**src/cpu_bus_pkg.sv**
```systemverilog
// ~~~~~~~~~~~~~~~~~~
// 65C02/65C816 bus types, status pin structs and CPHI2 phase constants
// ~~~~~~~~~~~~~~~~~~
`default_nettype none

package cpu_bus_pkg;

    typedef logic [15:0] cpu_addr_t;    // cpu address bus, A15..A0
    typedef logic [7:0]  cpu_data_t;    // cpu data bus byte
    typedef logic [7:0]  cpu_bank_t;    // 65C816 bank, muxed on D7..D0 while phi2 low

    // raw cpu status pins as seen on the board
    typedef struct packed {
        logic csob_mx;      // 6502 SOB, 65C816 M/X flag output
        logic sync_vpa;     // 6502 SYNC, 65C816 VPA
        logic mln;          // memory lock, active low
        logic vpn;          // vector pull, active low
        logic vda;          // valid data address, 816 only
        logic ef;           // emulation flag, 816 only
        logic rwn;          // 1 read, 0 write
    } cpu_pins_t;

    // status byte as stored in the trace, msb first
    typedef struct packed {
        logic x_flag;       // x width, valid at phi2 rise
        logic m_flag;       // m width, valid at phi2 fall
        logic sync_vpa;
        logic mln;
        logic vpn;
        logic vda;
        logic ef;
        logic rwn;
    } cpu_status_t;

    localparam int unsigned PHASE_COUNT   = 6;  // clk6x cycles per cpu cycle
    localparam int unsigned PHASE_LATCH   = 3;  // cphi2 rises here, address latched
    localparam int unsigned PHASE_RELEASE = 5;  // last phase, write released

    typedef logic [2:0] phase_t;        // holds 0..PHASE_COUNT-1

endpackage

`default_nettype wire
```
**src/trace_pkg.sv**
```systemverilog
// ~~~~~~~~~~~~~~~~~~
// trace entry layout, buffer depth and readout select types
// ~~~~~~~~~~~~~~~~~~
`default_nettype none

package trace_pkg;

    // one traced cpu cycle, 40 bits
    typedef struct packed {
        cpu_bus_pkg::cpu_bank_t   bank;     // readout byte 4
        cpu_bus_pkg::cpu_addr_t   addr;     // bytes 3 (high) and 2 (low)
        cpu_bus_pkg::cpu_data_t   data;     // byte 1
        cpu_bus_pkg::cpu_status_t status;   // byte 0
    } trace_entry_t;

    localparam int unsigned TRACE_DEPTH = 8;    // entries kept
    localparam int unsigned TRACE_BYTES = 5;    // readable bytes per entry

    // entry index for readout, 0 = newest
    typedef logic [$clog2(TRACE_DEPTH)-1:0] trace_idx_t;

    // fill count, one bit wider so a full buffer reads 8
    typedef logic [$clog2(TRACE_DEPTH):0] trace_cnt_t;

    // byte select within an entry
    // 0 status, 1 data, 2 addr lo, 3 addr hi, 4 bank
    typedef logic [2:0] byte_sel_t;

    // value seen by the debugger for an empty slot or bad select
    localparam logic [7:0] TRACE_EMPTY_BYTE = 8'hFF;

endpackage

`default_nettype wire

```
**src/nora_trace_top.sv**
```systemverilog
// ~~~~~~~~~~~~~~~~~~
// top level, phaser + bus sampler + trace buffer
// ~~~~~~~~~~~~~~~~~~
`timescale 1ns/10ps
`default_nettype none

module nora_trace_top (
    input  logic                    clk6x,
    input  logic                    rst_n_i,
    input  logic                    run_i,              // debugger run/stop
    input  logic                    cputype02_i,        // 1 = 65C02 fitted
    input  cpu_bus_pkg::cpu_addr_t  cpu_ab_i,
    input  cpu_bus_pkg::cpu_data_t  cd_i,
    input  cpu_bus_pkg::cpu_pins_t  pins_i,
    input  logic                    trace_clr_i,
    input  trace_pkg::trace_idx_t   trace_idx_i,
    input  trace_pkg::byte_sel_t    trace_byte_sel_i,
    output logic                    cphi2_o,            // to cpu phi2 pin
    output logic                    stopped_o,
    output cpu_bus_pkg::cpu_data_t  trace_byte_o,
    output trace_pkg::trace_cnt_t   trace_count_o
);
    import trace_pkg::*;

    logic         latch_ad;     // phi2 rising, grab address
    logic         release_wr;   // end of cycle, grab m flag
    logic         push;         // one trace entry per cpu cycle
    trace_entry_t entry;

    phaser u_phaser (
        .clk6x        (clk6x),
        .rst_n_i      (rst_n_i),
        .run_i        (run_i),
        .cphi2_o      (cphi2_o),
        .stopped_o    (stopped_o),
        .latch_ad_o   (latch_ad),
        .release_wr_o (release_wr)
    );

    cpu_bus_sampler u_sampler (
        .clk6x        (clk6x),
        .rst_n_i      (rst_n_i),
        .latch_ad_i   (latch_ad),
        .release_wr_i (release_wr),
        .cputype02_i  (cputype02_i),
        .cpu_ab_i     (cpu_ab_i),
        .cd_i         (cd_i),
        .pins_i       (pins_i),
        .push_o       (push),
        .entry_o      (entry)
    );

    trace_buffer u_trace (
        .clk6x      (clk6x),
        .rst_n_i    (rst_n_i),
        .push_i     (push),
        .clr_i      (trace_clr_i),
        .entry_i    (entry),
        .idx_i      (trace_idx_i),
        .byte_sel_i (trace_byte_sel_i),
        .byte_o     (trace_byte_o),
        .count_o    (trace_count_o)
    );

endmodule

`default_nettype wire

```
**src/trace_buffer.sv**
```systemverilog
// ~~~~~~~~~~~~~~~~~~
// circular cpu trace store with fill count, clear and byte readout
// ~~~~~~~~~~~~~~~~~~
`timescale 1ns/10ps
`default_nettype none

module trace_buffer (
    input  logic                    clk6x,
    input  logic                    rst_n_i,
    input  logic                    push_i,         // store entry_i this clock
    input  logic                    clr_i,          // empty the buffer, wins over push
    input  trace_pkg::trace_entry_t entry_i,
    input  trace_pkg::trace_idx_t   idx_i,          // 0 = newest
    input  trace_pkg::byte_sel_t    byte_sel_i,
    output cpu_bus_pkg::cpu_data_t  byte_o,
    output trace_pkg::trace_cnt_t   count_o
);
    import trace_pkg::*;

    trace_entry_t mem_q [TRACE_DEPTH];  // circular store
    trace_idx_t   wr_ptr_q;             // next slot to write
    trace_cnt_t   count_q;              // valid entries, saturates
    trace_idx_t   rd_ptr;
    trace_entry_t rd_entry;
    logic         rd_valid;

    // pointer and count
    always_ff @(posedge clk6x or negedge rst_n_i)
    begin
        if (!rst_n_i)
        begin
            wr_ptr_q <= '0;
            count_q  <= '0;
        end
        else if (clr_i)
        begin
            wr_ptr_q <= '0;
            count_q  <= '0;
        end
        else if (push_i)
        begin
            wr_ptr_q <= wr_ptr_q + trace_idx_t'(1);     // wraps, oldest overwritten
            if (count_q < trace_cnt_t'(TRACE_DEPTH))
                count_q <= count_q + trace_cnt_t'(1);
        end
    end

    // entry storage
    always_ff @(posedge clk6x)
    begin
        if (push_i && !clr_i)
            mem_q[wr_ptr_q] <= entry_i;
    end

    // newest sits one below the write pointer
    assign rd_ptr   = wr_ptr_q - trace_idx_t'(1) - idx_i;
    assign rd_entry = mem_q[rd_ptr];
    assign rd_valid = ({1'b0, idx_i} < count_q) &&
                      (byte_sel_i < byte_sel_t'(TRACE_BYTES));

    always_comb
    begin
        byte_o = TRACE_EMPTY_BYTE;      // empty slot or bad select
        if (rd_valid)
        begin
            case (byte_sel_i)
                3'd0:    byte_o = rd_entry.status;
                3'd1:    byte_o = rd_entry.data;
                3'd2:    byte_o = rd_entry.addr[7:0];
                3'd3:    byte_o = rd_entry.addr[15:8];
                3'd4:    byte_o = rd_entry.bank;
                default: byte_o = TRACE_EMPTY_BYTE;
            endcase
        end
    end

    assign count_o = count_q;

endmodule

`default_nettype wire

```
**src/cpu_bus_sampler.sv**
```systemverilog
// ~~~~~~~~~~~~~~~~~~
// cpu bus capture at phaser strobes, builds one trace entry per cycle
// ~~~~~~~~~~~~~~~~~~
`timescale 1ns/10ps
`default_nettype none

module cpu_bus_sampler (
    input  logic                     clk6x,
    input  logic                     rst_n_i,
    input  logic                     latch_ad_i,     // phi2 rise
    input  logic                     release_wr_i,   // last phase of cycle
    input  logic                     cputype02_i,    // board strap, 1 = 65C02
    input  cpu_bus_pkg::cpu_addr_t   cpu_ab_i,
    input  cpu_bus_pkg::cpu_data_t   cd_i,
    input  cpu_bus_pkg::cpu_pins_t   pins_i,
    output logic                     push_o,         // entry complete
    output trace_pkg::trace_entry_t  entry_o
);
    import cpu_bus_pkg::*;

    logic        cputype02_q;   // synced strap
    logic        push_q;
    cpu_addr_t   addr_q;
    cpu_data_t   data_q;
    cpu_bank_t   bank_q;
    cpu_status_t status_q;

    // control side, strap and push strobe
    always_ff @(posedge clk6x or negedge rst_n_i)
    begin
        if (!rst_n_i)
        begin
            cputype02_q <= 1'b0;
            push_q      <= 1'b0;
        end
        else
        begin
            cputype02_q <= cputype02_i;
            push_q      <= release_wr_i;    // m flag is in by now
        end
    end

    // payload, held until the next latch strobe
    always_ff @(posedge clk6x)
    begin
        if (latch_ad_i)
        begin
            addr_q <= cpu_ab_i;
            data_q <= cd_i;
            if (cputype02_q)
                bank_q <= '0;       // 65C02 has no bank byte
            else
                bank_q <= cd_i;     // 816 drives bank on D while phi2 low
            // mx pin shows x at phi2 rise, emulation mode forces 8 bit
            status_q.x_flag   <= pins_i.csob_mx | cputype02_q | pins_i.ef;
            status_q.sync_vpa <= pins_i.sync_vpa;
            status_q.mln      <= pins_i.mln;
            status_q.vpn      <= pins_i.vpn;
            status_q.vda      <= pins_i.vda | cputype02_q;  // always valid on C02
            status_q.ef       <= pins_i.ef | cputype02_q;   // C02 acts as emulation
            status_q.rwn      <= pins_i.rwn;
        end
        if (release_wr_i)
        begin
            // m shows on mx later in the cycle, uses the latched ef
            status_q.m_flag <= pins_i.csob_mx | cputype02_q | status_q.ef;
        end
    end

    assign push_o         = push_q;
    assign entry_o.bank   = bank_q;
    assign entry_o.addr   = addr_q;
    assign entry_o.data   = data_q;
    assign entry_o.status = status_q;

endmodule

`default_nettype wire

```
**src/phaser.sv**
```systemverilog
// ~~~~~~~~~~~~~~~~~~
// cpu clock phaser, run/stop fsm and bus sampling strobes
// ~~~~~~~~~~~~~~~~~~
`timescale 1ns/10ps
`default_nettype none

module phaser (
    input  logic clk6x,
    input  logic rst_n_i,
    input  logic run_i,         // level, 1 = let the cpu clock run
    output logic cphi2_o,       // cpu phi2, 3 low + 3 high clk6x
    output logic stopped_o,     // cpu clock parked low
    output logic latch_ad_o,    // pulse at phi2 rise
    output logic release_wr_o   // pulse in last phase of the cycle
);
    import cpu_bus_pkg::*;

    typedef enum logic {
        ST_STOPPED,
        ST_RUNNING
    } ph_state_t;

    ph_state_t state_q;
    phase_t    phase_q;     // position inside the cpu cycle
    logic      running;
    logic      last_phase;

    assign running    = (state_q == ST_RUNNING);
    assign last_phase = (phase_q == phase_t'(PHASE_COUNT - 1));

    always_ff @(posedge clk6x or negedge rst_n_i)
    begin
        if (!rst_n_i)
        begin
            state_q <= ST_STOPPED;
            phase_q <= '0;
        end
        else
        begin
            case (state_q)
                ST_STOPPED:
                begin
                    phase_q <= '0;              // park at start of phi1
                    if (run_i)
                        state_q <= ST_RUNNING;  // first cycle starts at phase 0
                end
                ST_RUNNING:
                begin
                    if (last_phase)
                    begin
                        phase_q <= '0;
                        // stop only on a cycle boundary
                        if (!run_i)
                            state_q <= ST_STOPPED;
                    end
                    else
                        phase_q <= phase_q + phase_t'(1);
                end
                default: state_q <= ST_STOPPED;
            endcase
        end
    end

    // decoded from the state regs, all low while stopped
    assign cphi2_o      = running && (phase_q >= phase_t'(PHASE_LATCH));
    assign latch_ad_o   = running && (phase_q == phase_t'(PHASE_LATCH));
    assign release_wr_o = running && (phase_q == phase_t'(PHASE_RELEASE));
    assign stopped_o    = !running;

endmodule

`default_nettype wire

```
**config.mk**
```make
export PLATFORM = sky130hd
export DESIGN_NAME = nora_trace_top
export DESIGN_NICKNAME = d
export VERILOG_FILES = /design/src/cpu_bus_pkg.sv /design/src/trace_pkg.sv /design/src/nora_trace_top.sv /design/src/trace_buffer.sv /design/src/cpu_bus_sampler.sv /design/src/phaser.sv
export SDC_FILE = /design/constraint.sdc
export NUM_CORES = 1
export LEC_CHECK = 0
export BUFFER_PORTS_ARGS = -buffer_cell sky130_fd_sc_hd__clkbuf_2
export CAP_MARGIN = 10
export CORE_MARGIN = 4
export CORE_UTILIZATION = 30
export DETAILED_ROUTE_END_ITERATION = 10
export SYNTH_ARGS = -nofsm -noshare
export SYNTH_HDL_FRONTEND = slang
export SYNTH_HIERARCHICAL = 1
export SYNTH_SLANG_ARGS = --single-unit
```
**constraint.sdc**
```tcl
create_clock -name clk6x -period 15.89 [get_ports clk6x]
set_input_delay 0.7945 -clock clk6x [delete_from_list [all_inputs] [get_ports clk6x]]
set_output_delay 0.7945 -clock clk6x [all_outputs]
set_load 0.01 [all_outputs]
```
== Yosys cells after proc, flatten, opt, wreduce, memory -nomap -nowiden ==
Memories as Yosys holds them, arrays and structs flattened.
Cells that the tools add are included.

* Register bits after elaboration: 53
* Bits in writable memories: 320
* Input port bits: 42
* Output and inout port bits: 14
* Memories: 1

{| class="wikitable"
|+ Memory list
! name !! depth !! width !! read ports !! clocked after Yosys merged registers in !! write ports !! line !! text
|-
| u_trace.mem_q || 8 || 40 || 1 || 0 || 1 || trace_buffer.sv:20 || <nowiki>trace_entry_t mem_q [TRACE_DEPTH];</nowiki>
|}

* Add/sub/neg operators: 5
* Order comparisons: 4
* Eq/ne operators: 6
* Muxes and demuxes: 14
* Bitwise logic cells: 6
* Reductions and logical operators: 11

{| class="wikitable"
|+ Operators by type and width
! operator !! number
|-
| $pmux 8 s5 || 1
|-
| $mux 4 || 3
|-
| $eq 3x2->1 const B || 3
|-
| $mux 3 || 3
|-
| $mux 8 || 1
|-
| $add 3x1->3 const B || 2
|-
| $eq 3x3->1 const B || 2
|-
| $pmux 3 s2 || 1
|-
| $logic_and 1x1->1 || 5
|-
| $or 1x1->1 || 5
|-
| $add 4x1->4 const B || 1
|-
| $lt 3x4->1 || 1
|-
| $lt 4x4->1 const B || 1
|-
| $mux 1 || 4
|-
| $reduce_bool 2->1 || 2
|-
| $eq 3x1->1 const B || 1
|-
| $ge 3x2->1 const B || 1
|-
| $logic_not 3->1 || 1
|-
| $lt 3x3->1 const B || 1
|-
| $sub 3x1->3 const B || 1
|-
| $sub 3x3->3 || 1
|-
| $logic_not 1->1 || 2
|-
| $pmux 1 s2 || 1
|-
| $reduce_and 2->1 || 1
|-
| $not 1->1 || 1
|}

== Logic depth before layout (Yosys ltp) ==
Gate-level depths: netlist (run 1).
An unclocked memory read counts as a cell.

* Depth in word-level cells: 5
* Depth in mapped cells: 9

== Cells and area by module ==
Netlist (run 1), hierarchy kept.

{| class="wikitable"
|+ Modules (own cells, without submodules)
! module !! times used !! cells each !! area an instance (µm²)
|-
| trace_buffer || 1 || 561 || 12709.7
|-
| cpu_bus_sampler || 1 || 55 || 1331.3
|-
| phaser || 1 || 18 || 192.7
|}

== Worst setup path before layout (run 1) ==
No wires, ideal clock.

* Kind: input to register
* From: input trace_clr_i
* To: memory u_trace/mem_q[1][0] (netlist bit) (enable)
* Arrival: 4.911 ns
* Slack: 10.442 ns
* Stages: 2
* Buffers on the path: 1
* Cells stage by stage: clkbuf_1 nor4_1

* Longest elaborated chain between the ends: 4

{| class="wikitable"
|+ Ends and longest elaborated chain
! item !! line !! text
|-
| from (decl) || nora_trace_top.sv:15 || <nowiki>input logic trace_clr_i,</nowiki>
|-
| $logic_not 1->1 || trace_buffer.sv:51 || <nowiki>if (push_i && !clr_i)</nowiki>
|-
| $logic_and 1x1->1 || trace_buffer.sv:51 ||
|-
| $mux 1 || trace_buffer.sv:51 ||
|-
| $mux 1 (implied by the code) || trace_buffer.sv:52 || <nowiki>mem_q[wr_ptr_q] <= entry_i;</nowiki>
|-
| to (decl) || trace_buffer.sv:20 ||
|}

No other way between the ends.

== Final worst setup path (run 1) ==
* From: register u_trace.wr_ptr_q[0]
* To: output trace_byte_o[1]

* Longest elaborated chain between the ends: 5

{| class="wikitable"
|+ Ends and longest elaborated chain
! item !! line !! text
|-
| from (decl) || trace_buffer.sv:21 || <nowiki>trace_idx_t wr_ptr_q;</nowiki>
|-
| from (signal assigned) || trace_buffer.sv:42 || <nowiki>wr_ptr_q <= wr_ptr_q + trace_idx_t'(1);</nowiki>
|-
| $sub 3x1->3 || trace_buffer.sv:56 || <nowiki>assign rd_ptr = wr_ptr_q - trace_idx_t'(1) - idx_i;</nowiki>
|-
| $sub 3x3->3 || trace_buffer.sv:56 ||
|-
| $mem_v2 8x40 || - ||
|-
| $pmux 8 s5 || trace_buffer.sv:66 || <nowiki>case (byte_sel_i)</nowiki>
|-
| $mux 8 || trace_buffer.sv:64 || <nowiki>if (rd_valid)</nowiki>
|-
| to (decl) || nora_trace_top.sv:20 || <nowiki>output cpu_bus_pkg::cpu_data_t trace_byte_o,</nowiki>
|}

No other way between the ends.

==> results of run 1 <==
worst paths after layout:
path	cells after the start	end
worst max-delay path	8	trace_byte_o[1]
worst min-delay path	1	u_trace/count_o[1]$_DFFE_PN0P_
worst max register to register	3	u_trace/mem_q[1][4]$_DFFE_PP_
worst min register to register	1	u_phaser/phase_q[0]$_DFF_PN0_
max in group asynchronous	1	u_sampler/cputype02_q$_DFF_PN0_
min in group clk6x	1	u_sampler/cputype02_q$_DFF_PN0_
synth_stat cells (3+ instances only):
| cell | number | area share [%] |
|---|---|---|
| edfxtp_1 | 360 | 76 |
| mux4_2 | 74 | 12 |
| mux2i_1 | 41 | 2.9 |
| nor2_1 | 19 | 0.50 |
| o22ai_1 | 16 | 0.70 |
| dfrtp_1 | 13 | 2.3 |
| clkbuf_1 | 12 | 0.32 |
| nor2b_1 | 9 | 0.40 |
| buf_2 | 8 | 0.28 |
| or4_1 | 8 | 0.42 |
| ha_1 | 6 | 0.53 |
| inv_1 | 6 | 0.16 |
| mux4_1 | 6 | 1.1 |
| nand2_1 | 6 | 0.16 |
| buf_6 | 5 | 0.40 |
| nand2b_1 | 5 | 0.22 |
| nor3_1 | 5 | 0.18 |
| a21oi_1 | 4 | 0.14 |
| and2_1 | 3 | 0.13 |
| nor4_1 | 3 | 0.13 |
| or3_1 | 3 | 0.13 |
| xnor2_1 | 3 | 0.18 |
stage by stage:
stage          util (%)  area (sq um)
4_1_cts           35.16         16440
5_1_grt           35.16         16440
6_report          35.16         16440
3_3_place_gp      32.68         15280
3_5_place_dp      32.68         15280
2_1_floorplan         -         14230
critical path: stages, from the launching register on:
cell and delay [ps]:
dfrtp_1 490, ha_4 210, fa_4 1180, buf_4 630, mux4_2 390, mux2i_1 360
o22ai_1 170, or4_1 480, clkbuf_2 170
cell families (layout without fill, tap and decap cells):
logic type	count (synthesis)	in the layout	synth area share [%]
mux	121	121	15.70
compound gates	26	26	1.143
fa+ha+maj	7	7	0.6681
flops	373	373	78.23
xor+xnor	5	5	0.3077
buf+inv	34	142	1.292
simple gates	68	68	2.655
cells in the final DEF (no fill, tap or decap), types with 2 or more instances in the layout:
master,netlist,final
a21oi_1,4,4
clkinv_1,0,5
nor2_1,19,18
or3_1,3,3
nand2b_1,5,5
clkinv_2,0,7
mux4_2,74,74
or4_1,8,8
inv_1,6,6
nor4_2,0,3
clkbuf_2,1,55
xor2_1,2,2
dfrtp_1,13,13
and2_1,3,2
ha_1,6,5
mux4_1,6,6
clkbuf_1,12,13
clkbuf_16,0,39
o21ai_0,2,2
nand2_1,6,6
bufinv_16,0,2
nor3_2,0,4
buf_4,2,13
xnor2_1,3,2
nor2b_1,9,9
o22ai_1,16,16
or2_1,2,2
edfxtp_1,360,360
mux2i_1,41,41
final cells by class:
cell class / count / area, sq um
fill: 4301 / 30310
sequential: 373 / 11140
multi-input combinational: 227 / 2989
clock buffer: 53 / 1039
tap: 607 / 759.5
timing repair buffer: 68 / 372.9
clock inverter: 15 / 122.6
inverter: 6 / 22.52
layer usage:
layer	vias to the layer above	share of wire (%)	wire length, um
met3	47	6.8	2023
met2	211	46	13880
met4	2	1.9	569
li1	2821	-	-
met5	-	0.043	13
met1	3472	45	13470
power groups by stage:
stage	combinational [mW]	sequential (mW)	clock [mW]
final	0.331	1.21	0.835
after global routing	0.362	1.22	0.901
after CTS	0.340	1.21	0.858
after detailed placement	0.339	1.23	0
after global placement	0.338	1.23	0
after floorplan	0.254	1.21	0
flip-flops by register name, summed over array words and instances, names as in the netlist:
register / cells
u_phaser/phase_q: 3
u_phaser/running: 1
u_sampler/addr_q: 16
u_sampler/bank_q: 8
u_sampler/cputype02_q: 1
u_sampler/data_q: 8
u_sampler/entry_o: 8
u_sampler/push_o: 1
u_trace/count_o: 4
u_trace/mem_q: 320
u_trace/wr_ptr_q: 3
==> summary.md, run 1 <==
| Metric | Value |
|---|---|
| Status | `complete, no violations` |
| RSZ-0062 raised after global routing | `no` |
| Worst r2r src | `u_trace/wr_ptr_q[0]$_DFFE_PN0P_` |
| Top_reg_cell synth | `edfxtp_1` |
| Die height | `225.8 um` |
| Vias in the first global route | `6930` |
| Critical path data arrival time | `4650 ps` |
| Sequential Power Share | `50.9%` |
| Maximum fanout along the worst path | `42` |
| Row cnt | `79` |
| Share of cells above drive strength 1 | `27.76%` |
| Postcts setup bufs | `0` |
| Number of synthesized flops with an enable pin | `360` |
| Grt ovf | `0` |
| Post-route setup slack | `10450 ps` |
| Vias | `6553` |
| All-Layer GR Usage | `11.75%` |
| Internal Power | `1.809 mW` |
| Routed vias/inst | `4.858` |
| # DRC | `0` |
| Clock root buffer | `clkbuf_16` |
| Wirelength per Cell | `22.20 um` |
| Max frequency | `183.8 MHz` |
| Max cap viols | `0` |
| Gp weighted congestion | `0.7272` |
| Met3 usage | `2.743%` |
| Layer with the highest usage | `met2` |
| Comb power frac | `13.9%` |
| Min-delay worst type | `in -> async` |
| Routed Antenna Nets | `0` |
| Critical Path RT | `15100 ps` |
| Total die area | `50990 sq um` |
| DRT Pass-1 Iters | `5` |
| Diodes inserted | `0` |
| Number of synthesis warnings | `6` |
| Switching power | `0.5679 mW` |
| Clock Power Share | `35.1%` |
| Post-Syn Area | `14230 sq um` |
| Final setup viols | `0` |
| Drt total wl | `29.95 mm` |
| Core Region | `46750 sq um` |
| Unique masters post-synth | `37` |
| PD cells | `144.5 nW/um^2` |
| Avg Cell Area, Syn | `22.45 sq um` |
| Seq cells post-synth | `373` |
| PortBufs | `55` |
| Kind of critical path | `reg -> out` |
| Clock Skews | `16.11 ps` |
| Fin. Hold Viols | `0` |
| Global routing usage on met2 | `18.42%` |
| Crit share post-route | `34.24%` |
| Hold WS | `181.7 ps` |
| Max-slew violations | `0` |
| Flop2flop setup slack | `13390 ps` |
| Worst-margin pin slew | `952.7 ps` |
| Peak VDD IR | `0.00008643 V` |
| Post-CTS Hold Buffers | `0` |
| Area growth syn-to-layout | `15.51%` |
| TNS Setup | `0 ps` |
| Setup crit start kind | `flop` |
| Post-synthesis sequential area ratio | `78.23%` |
| Synth Instances | `634` |
| Async SR Flop Fraction | `3.485%` |
| CP startpoint | `u_trace/wr_ptr_q[0]$_DFFE_PN0P_` |
| Clock Sink Count | `373` |
| Sw frac | `23.90%` |
| Detailed Route Iter0 Violations | `479` |
| Global-route wire length before repair | `44.84 mm` |
| Dpl hpwl | `16.41 mm` |
| Post-CTS resize count | `0` |
| Final #Nets | `764` |
| Pre-CTS WS | `10530 ps` |
| Grt met1 use | `16.88%` |
| Starting density of the core | `30.44%` |
| Final Power | `2.376 mW` |
| H-tree depth | `2` |
| Die Wd | `225.8 um` |
| Fin cells | `1349` |
| Clk Latency, worst-skew pair | `510 ps` |
| CTS clk-pin slew, worst paths | `60 ps` |
| Worst setup EP type | `output port` |
| Rel. slew slack | `35.96%` |
| Leakage | `5.321 nW` |
| Placed insts | `1281` |
| CTS tree | `yes` |
| Max Root-Sink Buffers | `3` |
| CTS Buf Count | `39` |
| Largest net degree at the start of global routing | `43` |
| Synthesized Nets | `683` |
| Initial antenna violation count | `1` |
| IO Pins | `56` |
| Tmin final | `5440 ps` |
(Power assumes the default switching activity.)
==> inputs of run 2 (changes only) <==
- clock period: 15.89 -> 5.4 ns (I/O delays scaled with it)
==> run 2 against run 1 <==
Setup slack lost 9500 ps. Wire length up 2.4%. Final cell count grew 2.5%. Combinational power rose to 3.1 times the previous value. Clock-buffer cell count stayed put. Critical endpoint is now trace_byte_o[2]. Clock skew hardly changed. Power grew to 2.9 times the previous value. Design area up 2.1%. Largest cell class unchanged. Non-clock buffer count up 34. Die area did not move. Critical path depth is the same. Highest routed layer unchanged.
==> summary.md, run 2 (synthesis gave the netlist of run 1 again) <==
| Metric | Value |
|---|---|
| Sw frac | `24.50% (was 23.90%)` |
| CTS Buf Count | `37 (was 39)` |
| Clock Skews | `16.33 ps (was 16.11 ps)` |
| Min-delay worst type | `in -> reg (was in -> async)` |
| CTS clk-pin slew, worst paths | `60 ps (about the same)` |
| Worst-margin pin slew | `1174 ps (was 952.7 ps)` |
| Gp weighted congestion | `0.7377 (was 0.7272)` |
| Vias in the first global route | `7047 (was 6930)` |
| Fill cell count | `4283 (was 4301)` |
| Row cnt | `79 (unchanged)` |
| Largest net degree at the start of global routing | `45 (was 43)` |
| Final #Nets | `796 (was 764)` |
| CTS tree | `yes (unchanged)` |
| Detailed Route Iter0 Violations | `590 (was 479)` |
| Die Wd | `225.8 um (unchanged)` |
| Max reg flops | `320 (unchanged)` |
| Global-route wire length before repair | `45.60 mm (was 44.84 mm)` |
| Wirelength per Cell | `22.19 um (was 22.20 um)` |
| Diodes inserted | `0 (unchanged)` |
| Crit share post-route | `82.27%` |
| # DRC | `0 (unchanged)` |
| PD cells | `416.9 nW/um^2 (was 144.5 nW/um^2)` |
| Clock Power Share | `34.6% (was 35.1%)` |
| Post-CTS Hold Buffers | `33 (was 0)` |
| Kind of critical path | `reg -> out (unchanged)` |
| Starting density of the core | `30.44% (unchanged)` |
| IO Pins | `56 (unchanged)` |
| Final Power | `6.996 mW (was 2.376 mW)` |
| Drt total wl | `30.69 mm (was 29.95 mm)` |
| Most frequent cells in the layout | `edfxtp_1, mux4_2, clkbuf_2 (unchanged)` |
| Clock root buffer | `clkbuf_16 (unchanged)` |
| PortBufs | `55 (unchanged)` |
| Setup crit start kind | `flop (unchanged)` |
| Rel. slew slack | `21.19% (was 35.96%)` |
| Worst path slowest cell | `fa_4 (unchanged)` |
| Largest regs | `u_trace/mem_q x320, u_sampler/addr_q x16 (unchanged)` |
| Vias | `6654 (was 6553)` |
| Maximum fanout along the worst path | `44 (was 42)` |
| Final setup viols | `0 (unchanged)` |
| Post-CTS resize count | `0 (unchanged)` |
| Leakage | `5.448 nW (was 5.321 nW)` |
| Max incr delay on CP | `1180 ps (about the same)` |
| Tmin final | `4443 ps` |
| Die height | `225.8 um (unchanged)` |
| Cell family with most CP delay | `adder cells (unchanged)` |
| All-Layer GR Usage | `12.05% (was 11.75%)` |
| Max-slew violations | `0 (unchanged)` |
| Crit path cell chain | `ha_4 > fa_4 > buf_12 > mux4_2 > mux2i_1 > o22ai_1 > or4_1 > clkbuf_2 (was ha_4 > fa_4 > buf_4 > mux4_2 > mux2i_1 > o22ai_1 > or4_1 > clkbuf_2)` |
| Register with the most flip-flops | `u_trace/mem_q (unchanged)` |
| RSZ-0062 raised after global routing | `no (unchanged)` |
| Dpl hpwl | `17.15 mm (was 16.41 mm)` |
| Max cap viols | `0 (unchanged)` |
| Critical path data arrival time | `4170 ps (was 4650 ps)` |
| Internal Power | `5.282 mW (was 1.809 mW)` |
| TNS Setup | `0 ps (unchanged)` |
| Total die area | `50990 sq um (unchanged)` |
| Grt ovf | `0 (unchanged)` |
| Share of cells above drive strength 1 | `26.03% (was 27.76%)` |
| Area growth syn-to-layout | `17.90% (was 15.51%)` |
| Most common cell after layout, fill and taps aside | `edfxtp_1 (unchanged)` |
| Peak VDD IR | `0.0002103 V (was 0.00008643 V)` |
| Initial antenna violation count | `2 (was 1)` |
| Switching power | `1.714 mW (was 0.5679 mW)` |
| Comb power frac | `14.5% (was 13.9%)` |
| H-tree depth | `2 (unchanged)` |
| Worst setup EP type | `output port (unchanged)` |
| Critical Path RT | `5130 ps (was 15100 ps)` |
| Routed Antenna Nets | `0 (unchanged)` |
| Clock Sink Count | `373 (unchanged)` |
| Fin. Hold Viols | `0 (unchanged)` |
| Core Region | `46750 sq um (unchanged)` |
| Sequential Power Share | `50.9% (about the same)` |
| Routed vias/inst | `4.811 (was 4.858)` |
| Status | `complete, no violations (unchanged)` |
| CP bufs+invs | `2 (unchanged)` |
| Max frequency | `225.1 MHz` |
| DRT Pass-1 Iters | `5 (unchanged)` |
| Max Root-Sink Buffers | `3 (unchanged)` |
| Clk Latency, worst-skew pair | `530 ps (was 510 ps)` |
| Postcts setup bufs | `0 (unchanged)` |
==> run 2: cell types whose count changed in the layout (fill, tap and decap cells not counted), sizes merged <==
cell	previous run	this run
dlygate4sd3	0	33
buf	13	14
bufinv	2	1
clkinv	12	11
clkinvlp	0	1
inv	7	8
==> run 2: final timing paths <==
path | cells after the start | slack, ps | endpoint | start
setup / recovery | 8 | 960 | trace_byte_o[2] | u_trace/wr_ptr_q[0]$_DFFE_PN0P_
hold / removal | 1 | 70 | u_sampler/data_q[2]$_DFFE_PP_ | cd_i[2]
setup reg to reg | 3 | 3410 | u_trace/mem_q[5][18]$_DFFE_PP_ | u_trace/wr_ptr_q[2]$_DFFE_PN0P_
hold reg to reg | 1 | 480 | u_phaser/phase_q[0]$_DFF_PN0_ | u_phaser/phase_q[0]$_DFF_PN0_
max in group asynchronous | 2 | 4970 | u_trace/count_o[3]$_DFFE_PN0P_ | rst_n_i
min in group asynchronous | 2 | 180 | u_phaser/running$_DFF_PN0_ | rst_n_i
==> run 2: cell type report <==
class	instances	area, sq um	share of cell area, %
sequential	373	11140	66.36
multi-input combinational	227	2989	17.81
clock buffer	53	1017	6.062
tap	607	759.5	4.526
timing repair buffer	102	735.7	4.384
clock inverter	15	121.4	0.7232
inverter	6	22.52	0.1342
==> run 2: power by group through the flow <==
stage,sequential [mW],clock (mW),combinational [mW]
finish,3.56,2.42,1.01
global route,3.59,2.61,1.10
CTS,3.57,2.48,1.04
detailed placement,3.63,0,1.02
global placement,3.61,0,1.01
floorplan,3.56,0,0.749
==> run 2: through the flow <==
stage | std cells | utilization [%] | hold WS (ps) | worst slack, ps | cell area [sq um]
after floorplan | 634 | - | -25.59 | 365.2 | 14230
after global routing | 1383 | 35.89 | 30.16 | 797.7 | 16780
after global placement | 1282 | 32.75 | 190.3 | 1463 | 15310
after detailed placement | 1282 | 32.75 | 194.3 | 1438 | 15310
after CTS | 1383 | 35.89 | 34.19 | 874.0 | 16780
final | 1383 | 35.89 | 67.01 | 957.2 | 16780
==> run 2: layer usage <==
layer | wire [um] | GRT usage (%) | up-vias
met3 | 1944 | 2.652 | 40
met2 | 14160 | 18.33 | 211
met5 | 13 | 0 | -
met4 | 449 | 2.628 | 2
li1 | - | - | 2872
met1 | 14120 | 17.90 | 3529
